[config.mk]
export PLATFORM = sky130hd
export DESIGN_NAME = throttle_ctrl
export DESIGN_NICKNAME = d
export VERILOG_FILES = /design/src/hw/thermal_pkg.sv /design/src/hw/power_pkg.sv /design/src/hw/throttle_ctrl.sv
export VERILOG_INCLUDE_DIRS = /design/src /design/src/hw
export SDC_FILE = /design/constraint.sdc
export NUM_CORES = 1
export LEC_CHECK = 0
export BUFFER_PORTS_ARGS = -buffer_cell sky130_fd_sc_hd__buf_2
export CORE_MARGIN = 3
export CORE_UTILIZATION = 45
export CTS_CLUSTER_DIAMETER = 40
export DETAILED_ROUTE_END_ITERATION = 16
export HOLD_SLACK_MARGIN = 0.12
export PLACE_DENSITY_LB_ADDON = 0.25
export RECOVER_POWER = 50
export SYNTH_ARGS = -nofsm -noshare
export SYNTH_HDL_FRONTEND = slang
export SYNTH_SLANG_ARGS = --single-unit
export TNS_END_PERCENT = 10
[constraint.sdc]
create_clock -name clk -period 2.21 [get_ports clk]
set_input_delay 0.442 -clock clk [delete_from_list [all_inputs] [get_ports clk]]
set_output_delay 0.442 -clock clk [all_outputs]
set_load 0.005 [all_outputs]
[src/hw/thermal_config.svh]
`ifndef THERMAL_CONFIG_SVH
`define THERMAL_CONFIG_SVH

// Link geometry
`define NUM_LANES       8
`define NUM_ZONES       2
`define LANES_PER_ZONE  4   // Zone z covers lanes 4z..4z+3

// Temperature limits, 0.1 C units
`define TEMP_WARNING        850
`define TEMP_CRITICAL       1050
`define THERMAL_HYSTERESIS  50
`define EMERGENCY_MARGIN    100   // Above critical

// Thermal resistance in 0.1 C per mW
`define R_TH_X10  5

// Corner power scaling in percent of reported power
`define SS_DERATE_PCT  120
`define FF_DERATE_PCT  85

// Shortest time a lane stays throttled
`define THROTTLE_MIN_CYCLES  256

`endif

[src/hw/thermal_pkg.sv]
package thermal_pkg;

    // Temperature in 0.1 C steps, so 850 is 85.0 C
    typedef logic [15:0] temperature_t;

    // Per-lane output of the thermal model
    typedef struct packed {
        temperature_t temp;
        logic         alarm;      // Warning level with hysteresis
        logic         critical;   // Critical level with hysteresis
    } lane_thermal_t;

endpackage

[src/hw/power_pkg.sv]
package power_pkg;

    // Lane power in mW
    typedef logic [15:0] power_mw_t;

    // Process corner as reported by the die; code 3 is treated as TT
    typedef enum logic [1:0] {
        CORNER_SS = 2'd0,
        CORNER_TT = 2'd1,
        CORNER_FF = 2'd2
    } corner_t;

    // Power scaling command sent to one lane
    typedef struct packed {
        logic       active;
        logic [7:0] scale_factor;   // 255 is full power
        logic [3:0] voltage_level;
        logic [3:0] freq_div;
    } throttle_cmd_t;

endpackage

[src/hw/throttle_ctrl.sv]
`timescale 1ns/100ps
`include "thermal_config.svh"

module throttle_ctrl
    import thermal_pkg::*;
    import power_pkg::*;
(
    input  logic                  clk,
    input  logic                  rst_n,
    input  logic                  enable,
    input  logic [`NUM_LANES-1:0] lane_en,
    input  logic                  global_throttle_en,
    input  logic [7:0]            throttle_on_temp,    // Whole degrees
    input  logic [7:0]            throttle_off_temp,
    input  lane_thermal_t         lane_thermal [`NUM_LANES-1:0],
    output throttle_cmd_t         cmd          [`NUM_LANES-1:0]
);

    // Full power, nominal voltage
    localparam throttle_cmd_t CMD_IDLE = '{active: 1'b0, scale_factor: 8'hFF,
                                           voltage_level: 4'd8, freq_div: 4'd1};
    // About 75 % power
    localparam throttle_cmd_t CMD_WARN = '{active: 1'b1, scale_factor: 8'hC0,
                                           voltage_level: 4'd7, freq_div: 4'd1};
    // Half power and half clock
    localparam throttle_cmd_t CMD_CRIT = '{active: 1'b1, scale_factor: 8'h80,
                                           voltage_level: 4'd6, freq_div: 4'd2};
    localparam logic [15:0]   HOLD_MIN = 16'(`THROTTLE_MIN_CYCLES);

    temperature_t on_thresh;
    temperature_t off_thresh;

    assign on_thresh  = temperature_t'(throttle_on_temp) * 16'd10;   // To 0.1 C units
    assign off_thresh = temperature_t'(throttle_off_temp) * 16'd10;

    for (genvar i = 0; i < `NUM_LANES; i++) begin : g_lane
        logic [15:0] hold_cnt;
        logic        engage;
        logic        release_ok;

        assign engage = !cmd[i].active &&
                        (lane_thermal[i].alarm ||
                         (global_throttle_en && lane_thermal[i].temp > on_thresh));
        assign release_ok = lane_thermal[i].temp < off_thresh && hold_cnt > HOLD_MIN;

        always_ff @(posedge clk or negedge rst_n) begin
            if (!rst_n) begin
                cmd[i]   <= CMD_IDLE;
                hold_cnt <= '0;
            end else if (enable && lane_en[i]) begin
                if (engage) begin
                    cmd[i]   <= lane_thermal[i].critical ? CMD_CRIT : CMD_WARN;
                    hold_cnt <= '0;
                end else if (cmd[i].active) begin
                    hold_cnt <= hold_cnt + 16'd1;
                    if (release_ok) begin
                        cmd[i] <= CMD_IDLE;
                    end
                end
            end
        end

        a_idle_full_scale: assert property (@(posedge clk) disable iff (!rst_n)
            cmd[i].active == (cmd[i].scale_factor != 8'hFF))
            else $error("lane %0d scale factor does not match throttle state", i);
    end

endmodule

==> results.sh, run 1 <==
export IMPL_die_x_um=188
export IMPL_clock_latency_ns=0.46
export IMPL_drt_iter0_drc=966
export IMPL_routed_wl_um=48300
export IMPL_status="finished, violations left"
export IMPL_place_area_um2=18400
export IMPL_worst_pin_slew_ns=1.79
export IMPL_crit_fanout=9
export IMPL_violations="max-capacitance violations, max-slew violations, negative setup slack"
export IMPL_cts_buffers=17
export IMPL_ios=308
export IMPL_drc=0
export IMPL_synth_distinct_cells=85
export IMPL_path_clk_slew_ns=0.07
export IMPL_routedWlPerCell_um=18.6
export IMPL_syn_area_per_cell_um2=8.99
export IMPL_cap_viol_max_count=1
export IMPL_hold_slack_ns=0.165
export IMPL_synth_area_leaders="dfrtp_1 (27%), ha_1 (16%), dfstp_2 (4.3%), buf_4 (4.0%), o21ai_0 (3.7%)"
export IMPL_fill_cells=2771
export IMPL_p_leak_nw=9.62
export IMPL_antenna_found_initial=9
export IMPL_grt_pass1_vias=14500
export IMPL_setup_slack_ns=-1.46
export IMPL_netlist_area_um2=14800
export IMPL_finalSetupViolCount=184
export IMPL_grt_first_pass_wirelength_um=75100
export IMPL_finalCriticalPeriod_ns=3.67
export IMPL_vias=14700
export IMPL_crit_path_end_kind="flop"
export IMPL_cp_arrival_ns=4.06
export IMPL_ys_async_sr_fraction_pct=100
export IMPL_synth_flop_cell="dfrtp_1"
export IMPL_power_density_nw_per_um2=650
export IMPL_hold_violations=0
export IMPL_path_class="input port to flop"
export IMPL_post_route_period_util_pct=166
export IMPL_yosysWarnings=0
export IMPL_finish_instance_area_um2=20000
export IMPL_skew_ns=0.0139
export IMPL_crit_required_ns=2.59
export IMPL_ys_seq_elements=184
export IMPL_dieArea_um2=35200
export IMPL_final_net_count=2511
export IMPL_core_area_um2=32000
export IMPL_ant_nets=0
export IMPL_fin_cells=2601
export IMPL_seq_area_frac_synth_pct=31.3
export IMPL_overflow=0
export IMPL_dpl_cell_count=2538
export IMPL_grt_max_degree=62
export IMPL_io_buffers=291
export IMPL_drv_slew=61
export IMPL_dp_hpwl_um=37300
export IMPL_place_congestion=0.935
export IMPL_num_rows=65
export IMPL_cts_root_buf="clkbuf_16"
export IMPL_die_y_um=188
export IMPL_cts_tree="yes"
export IMPL_peakVddDrop_uv=646
export IMPL_synth_edff_count=0
export IMPL_slew_headroom_pct=-19.2
export IMPL_area_growth_pct=35.1
export IMPL_max_freq_mhz=272
export IMPL_syn_inst=1649
export IMPL_vias_per_cell=5.66
export IMPL_yosys_area_top_type="dfrtp_1"
export IMPL_synth_top_area_share_pct=27.0
export IMPL_drive_gt1_share_pct=36.5
export IMPL_p_total_w=0.0130
export IMPL_hold_class="input port to flop"
export IMPL_cts_max_level=4
export IMPL_grt_setup_unrepaired="true"
export IMPL_critPathLaunchType="input port"
export IMPL_cts_sinks=184
export IMPL_cts_buffer_depth=2
export IMPL_initial_utilization_pct=46.3
export IMPL_drtPass1Iterations=6
export IMPL_grt_usage_pct=26.7
==> stage by stage <==
stage	setup TNS (ns)	utilization (%)	setup WS, ns
CTS	-232.63	61.1	-1.54
finish	-227.30	62.5	-1.46
global route	-261.66	62.5	-1.61
detailed placement	-349.78	57.5	-2.31
global placement	-336.72	57.5	-2.20
floorplan	-281.10	-	-1.74
==> timing repair <==
action,CTS,global route
hold buffers,1,0
pin swaps,74,54
gates resized for setup,104,88
setup endpoints to repair,184,184
setup buffers,13,10
endpoints found under the hold margin,44,0
cloned,1,0
==> final cells by class <==
cell class | count | area (um2) | area share (%)
inverters | 77 | 289 | 1.44
well taps | 435 | 544 | 2.72
multi-input cells | 1280 | 10000 | 50.1
flip-flops and latches | 184 | 4630 | 23.1
diodes | 8 | 20.0 | 0.0999
clock buffers | 19 | 443 | 2.21
clock inverters | 13 | 168 | 0.837
repair buffers | 585 | 3910 | 19.5
==> layout by cell type, fill, tap and decap left out, types with 20 or more instances in the layout <==
cell type,netlist,layout
inv_1,76,75
nand3_1,71,67
xor2_1,35,33
ha_1,192,173
nor3_1,37,32
a21o_1,28,27
nor2_1,126,121
nand2_1,126,122
buf_6,3,25
a21oi_2,1,21
o211ai_1,27,27
o21ai_0,110,77
buf_4,80,258
and2_1,19,20
dfrtp_1,160,160
or3_1,29,29
o21ai_1,2,21
and3_1,29,27
buf_2,2,288
nor4_1,32,24
dfstp_2,24,24
nand4_1,29,29
a21oi_1,84,63
==> logic make-up after synthesis <==
group,Yosys count,synth area share [%]
AND/OR/NAND/NOR,580,20.0
other,1,0.0253
buffers and inverters,201,7.28
flip-flops,184,31.3
adder cells (fa/ha/maj),199,16.8
AO/OA/AOI/OAI,399,18.1
XOR/XNOR,66,5.26
multiplexers,19,1.30
==> cells in the mapped netlist, types with 4 or more instances <==
| cell type | n |
|---|---|
| o41ai_1 | 10 |
| dfrtp_1 | 160 |
| a21boi_0 | 7 |
| o211ai_1 | 27 |
| o21a_1 | 15 |
| or3_1 | 29 |
| nor3_1 | 37 |
| and4b_1 | 4 |
| and2_1 | 19 |
| buf_1 | 4 |
| clkbuf_1 | 35 |
| o2111ai_1 | 13 |
| a21oi_1 | 84 |
| nand4b_1 | 11 |
| a31oi_1 | 11 |
| and3_1 | 29 |
| dfstp_2 | 24 |
| or4_1 | 12 |
| ha_1 | 192 |
| xnor2_1 | 16 |
| nand2_1 | 126 |
| a2111oi_0 | 4 |
| nor2_1 | 126 |
| a2111o_1 | 5 |
| nand2b_1 | 14 |
| xor2_1 | 35 |
| nand4_1 | 29 |
| nor2b_1 | 19 |
| a21o_1 | 28 |
| o31a_1 | 4 |
| mux2i_1 | 17 |
| o31ai_1 | 16 |
| nand3_1 | 71 |
| xnor3_1 | 13 |
| inv_1 | 76 |
| a211oi_1 | 5 |
| maj3_1 | 5 |
| nand3b_1 | 7 |
| o21ai_0 | 110 |
| a32o_1 | 4 |
| o21bai_1 | 8 |
| nor4_1 | 32 |
| buf_4 | 80 |
| a22o_1 | 12 |
==> report_power, final <==
| part | switching (W) | internal (W) | total [W] |
|---|---|---|---|
| logic | 0.00250 | 0.00257 | 0.00507 |
| registers | 0.000649 | 0.00406 | 0.00471 |
| clock network | 0.00142 | 0.00182 | 0.00324 |
| total | 0.00458 | 0.00845 | 0.0130 |
==> flip-flops by register name (all words and copies together), names as in the netlist <==
| register | cells |
|---|---|
| g_lane.hold_cnt | 128 |
| cmd | 56 |
==> per-layer routing <==
layer  vias up  wire length [um]  track usage (%)
li1       7003                 -                -
met3       129              2740             4.49
met1      7085             20000             33.1
met2       502             23300             45.0
met4         6              2290             13.4
met5         -                34                0
==> worst paths after layout <==
| check | start | end | slack [ns] | cells past startpoint |
|---|---|---|---|---|
| setup / recovery | throttle_on_temp[3] | g_lane[6].hold_cnt[8] | -1.46 | 17 |
| min in group asynchronous | rst_n | g_lane[5].hold_cnt[3] | 1.01 | 2 |
| hold / removal | lane_thermal[54] | cmd[65] | 0.16 | 2 |
| setup reg to reg | g_lane[0].hold_cnt[0] | cmd[4] | 0.07 | 8 |
| max in group asynchronous | rst_n | cmd[133] | 0.08 | 3 |
| hold reg to reg | cmd[55] | cmd[55] | 0.48 | 1 |
==> worst max-delay path: stages <==
cell and delay [ns]:
buf_8 0.10, ha_4 0.23, ha_4 0.16, fa_2 0.34, a21o_1 0.19, a21oi_2 0.18, xor2_2 0.11, buf_4 0.15
buf_4 0.13, ha_1 0.28, nand3_1 0.07, or3b_1 0.40, o311a_1 0.33, a211oi_2 0.27, nor2_2 0.14, or3_1 0.37
a21oi_1 0.14
No activity file was read; power rests on OpenSTA's default activity.
==> run 2, diff against run 1 <==
--- a/config.mk
+++ b/config.mk
@@ -17,4 +17,3 @@
 export SYNTH_ARGS = -nofsm -noshare
 export SYNTH_HDL_FRONTEND = slang
 export SYNTH_SLANG_ARGS = --single-unit
-export TNS_END_PERCENT = 10
==> results.sh, run 2 (synthesis gave the netlist of run 1 again) <==
export IMPL_cts_buffer_depth=2
export IMPL_routed_wl_um=52600
export IMPL_crit_path_end_kind="flop"
export IMPL_cts_max_level=4
export IMPL_place_congestion=0.936
export IMPL_power_density_nw_per_um2=615
export IMPL_place_area_um2=18600
export IMPL_crit_required_ns=2.60
export IMPL_drc=0
export IMPL_final_common_cell="buf_2"
export IMPL_final_util_pct=68.7
export IMPL_grt_first_pass_wirelength_um=79300
export IMPL_vias=15400
export IMPL_setup_tns_ns=-233.38
export IMPL_crit_chain="buf_8 > ha_4 > ha_4 > fa_2 > a21o_1 > a21oi_2 > xor2_2 > buf_6 > buf_6 > ha_4 > nand2_2 > or4_4 > o221a_4 > o31ai_4 > buf_6 > nand2_8 > or3_1 > a21oi_1"
export IMPL_ios=308
export IMPL_grt_max_degree=48
export IMPL_drt_iter0_drc=1036
export IMPL_dieArea_um2=35200
export IMPL_routedWlPerCell_um=19.7
export IMPL_dp_hpwl_um=38000
export IMPL_crit_family="compound AO/OA/AOI/OAI gates"
export IMPL_cts_buffers=17
export IMPL_crit_fanout=6
export IMPL_max_freq_mhz=272
export IMPL_drive_gt1_share_pct=45.0
export IMPL_die_x_um=188
export IMPL_num_rows=65
export IMPL_slew_headroom_pct=33.7
export IMPL_overflow=0
export IMPL_crit_buf_inv=4
export IMPL_vias_per_cell=5.77
export IMPL_skew_ns=0.0158
export IMPL_grt_pass1_vias=15200
export IMPL_drv_slew=0
export IMPL_peakVddDrop_uv=629
export IMPL_clock_latency_ns=0.47
export IMPL_grt_usage_pct=28.1
export IMPL_initial_utilization_pct=46.3
export IMPL_antenna_found_initial=12
export IMPL_area_growth_pct=48.5
export IMPL_path_clk_slew_ns=0.07
export IMPL_post_route_period_util_pct=166
export IMPL_die_y_um=188
export IMPL_hold_violations=0
export IMPL_layout_common_cells="buf_2 (285), buf_4 (255), dfrtp_1 (160), ha_1 (159), nand2_1 (105)"
export IMPL_path_class="input port to flop"
export IMPL_critPathLaunchType="input port"
export IMPL_setup_slack_ns=-1.47
export IMPL_status="finished, violations left"
export IMPL_cts_root_buf="clkbuf_16"
export IMPL_core_area_um2=32000
export IMPL_cap_viol_max_count=0
export IMPL_hold_class="input port to flop"
export IMPL_ant_nets=0
export IMPL_cp_arrival_ns=4.06
export IMPL_cp_slowest_stage_delay_ns=0.52
export IMPL_finish_instance_area_um2=22000
export IMPL_largest_reg_flops=128
export IMPL_largest_register="g_lane.hold_cnt"
export IMPL_finalCriticalPeriod_ns=3.68
export IMPL_crit_slowest_cell="or4_4"
export IMPL_finalSetupViolCount=184
export IMPL_top_regs="g_lane.hold_cnt x128, cmd x56"
export IMPL_drtPass1Iterations=5
export IMPL_final_net_count=2576
export IMPL_cts_tree="yes"
export IMPL_worst_pin_slew_ns=0.994
export IMPL_io_buffers=291
export IMPL_violations="negative setup slack"
export IMPL_cts_sinks=184
export IMPL_p_leak_nw=10.2
export IMPL_grt_setup_unrepaired="true"
==> run 2: power by group <==
group / switching, W / internal, W
clock network: 0.00140 / 0.00168
logic: 0.00280 / 0.00290
registers: 0.000702 / 0.00406
==> run 2: layer usage <==
| metal | vias to the layer above | track usage (%) | wire, um | share of wire, % |
|---|---|---|---|---|
| li1 | 7113 | - | - | - |
| met1 | 7469 | 34.2 | 20600 | 39 |
| met2 | 634 | 48.2 | 26200 | 50 |
| met3 | 154 | 5.31 | 3490 | 6.6 |
| met4 | 6 | 12.9 | 2300 | 4.4 |
| met5 | - | 0 | 33 | 0.063 |
==> run 2: worst paths after layout <==
kind / from / end / slack [ns] / depth (start not counted)
setup / recovery: throttle_on_temp[3] / g_lane[7].hold_cnt[15] / -1.47 / 18
hold / removal: lane_thermal[108] / cmd[116] / 0.15 / 2
setup reg to reg: g_lane[0].hold_cnt[0] / g_lane[0].hold_cnt[15] / 0.01 / 7
hold reg to reg: cmd[13] / cmd[13] / 0.49 / 2
max in group asynchronous: rst_n / g_lane[6].hold_cnt[7] / 0.19 / 3
min in group asynchronous: rst_n / g_lane[1].hold_cnt[6] / 0.69 / 2
==> run 2: per-stage QoR <==
step	setup slack, ns	hold WS [ns]	total power, W	cells
3_3_place_gp	-1.86	0.396	0.00929	2530
3_5_place_dp	-1.96	0.396	0.00945	2530
5_1_grt	-1.58	0.144	0.0144	2666
4_1_cts	-1.35	0.134	0.0132	2635
2_1_floorplan	-1.74	0.146	0.00756	1664
6_report	-1.47	0.153	0.0135	2667
==> run 2: cell type report <==
| type | count | area, um2 |
|---|---|---|
| well taps | 435 | 544 |
| flip-flops and latches | 184 | 4630 |
| multi-input cells | 1283 | 11300 |
| inverters | 77 | 292 |
| clock inverters | 8 | 87.6 |
| clock buffers | 24 | 492 |
| repair buffers | 647 | 4640 |
| diodes | 9 | 22.5 |
| fillers | 2445 | 10000 |
==> run 2: timing repair <==
item                       CTS  global route
setup endpoints to repair  184           184
resized for setup          285           150
pin swaps                  141           102
cloned                       9             0
hold endpoints to repair    25             0
hold buffers                 1             0
buffers inserted            66            30
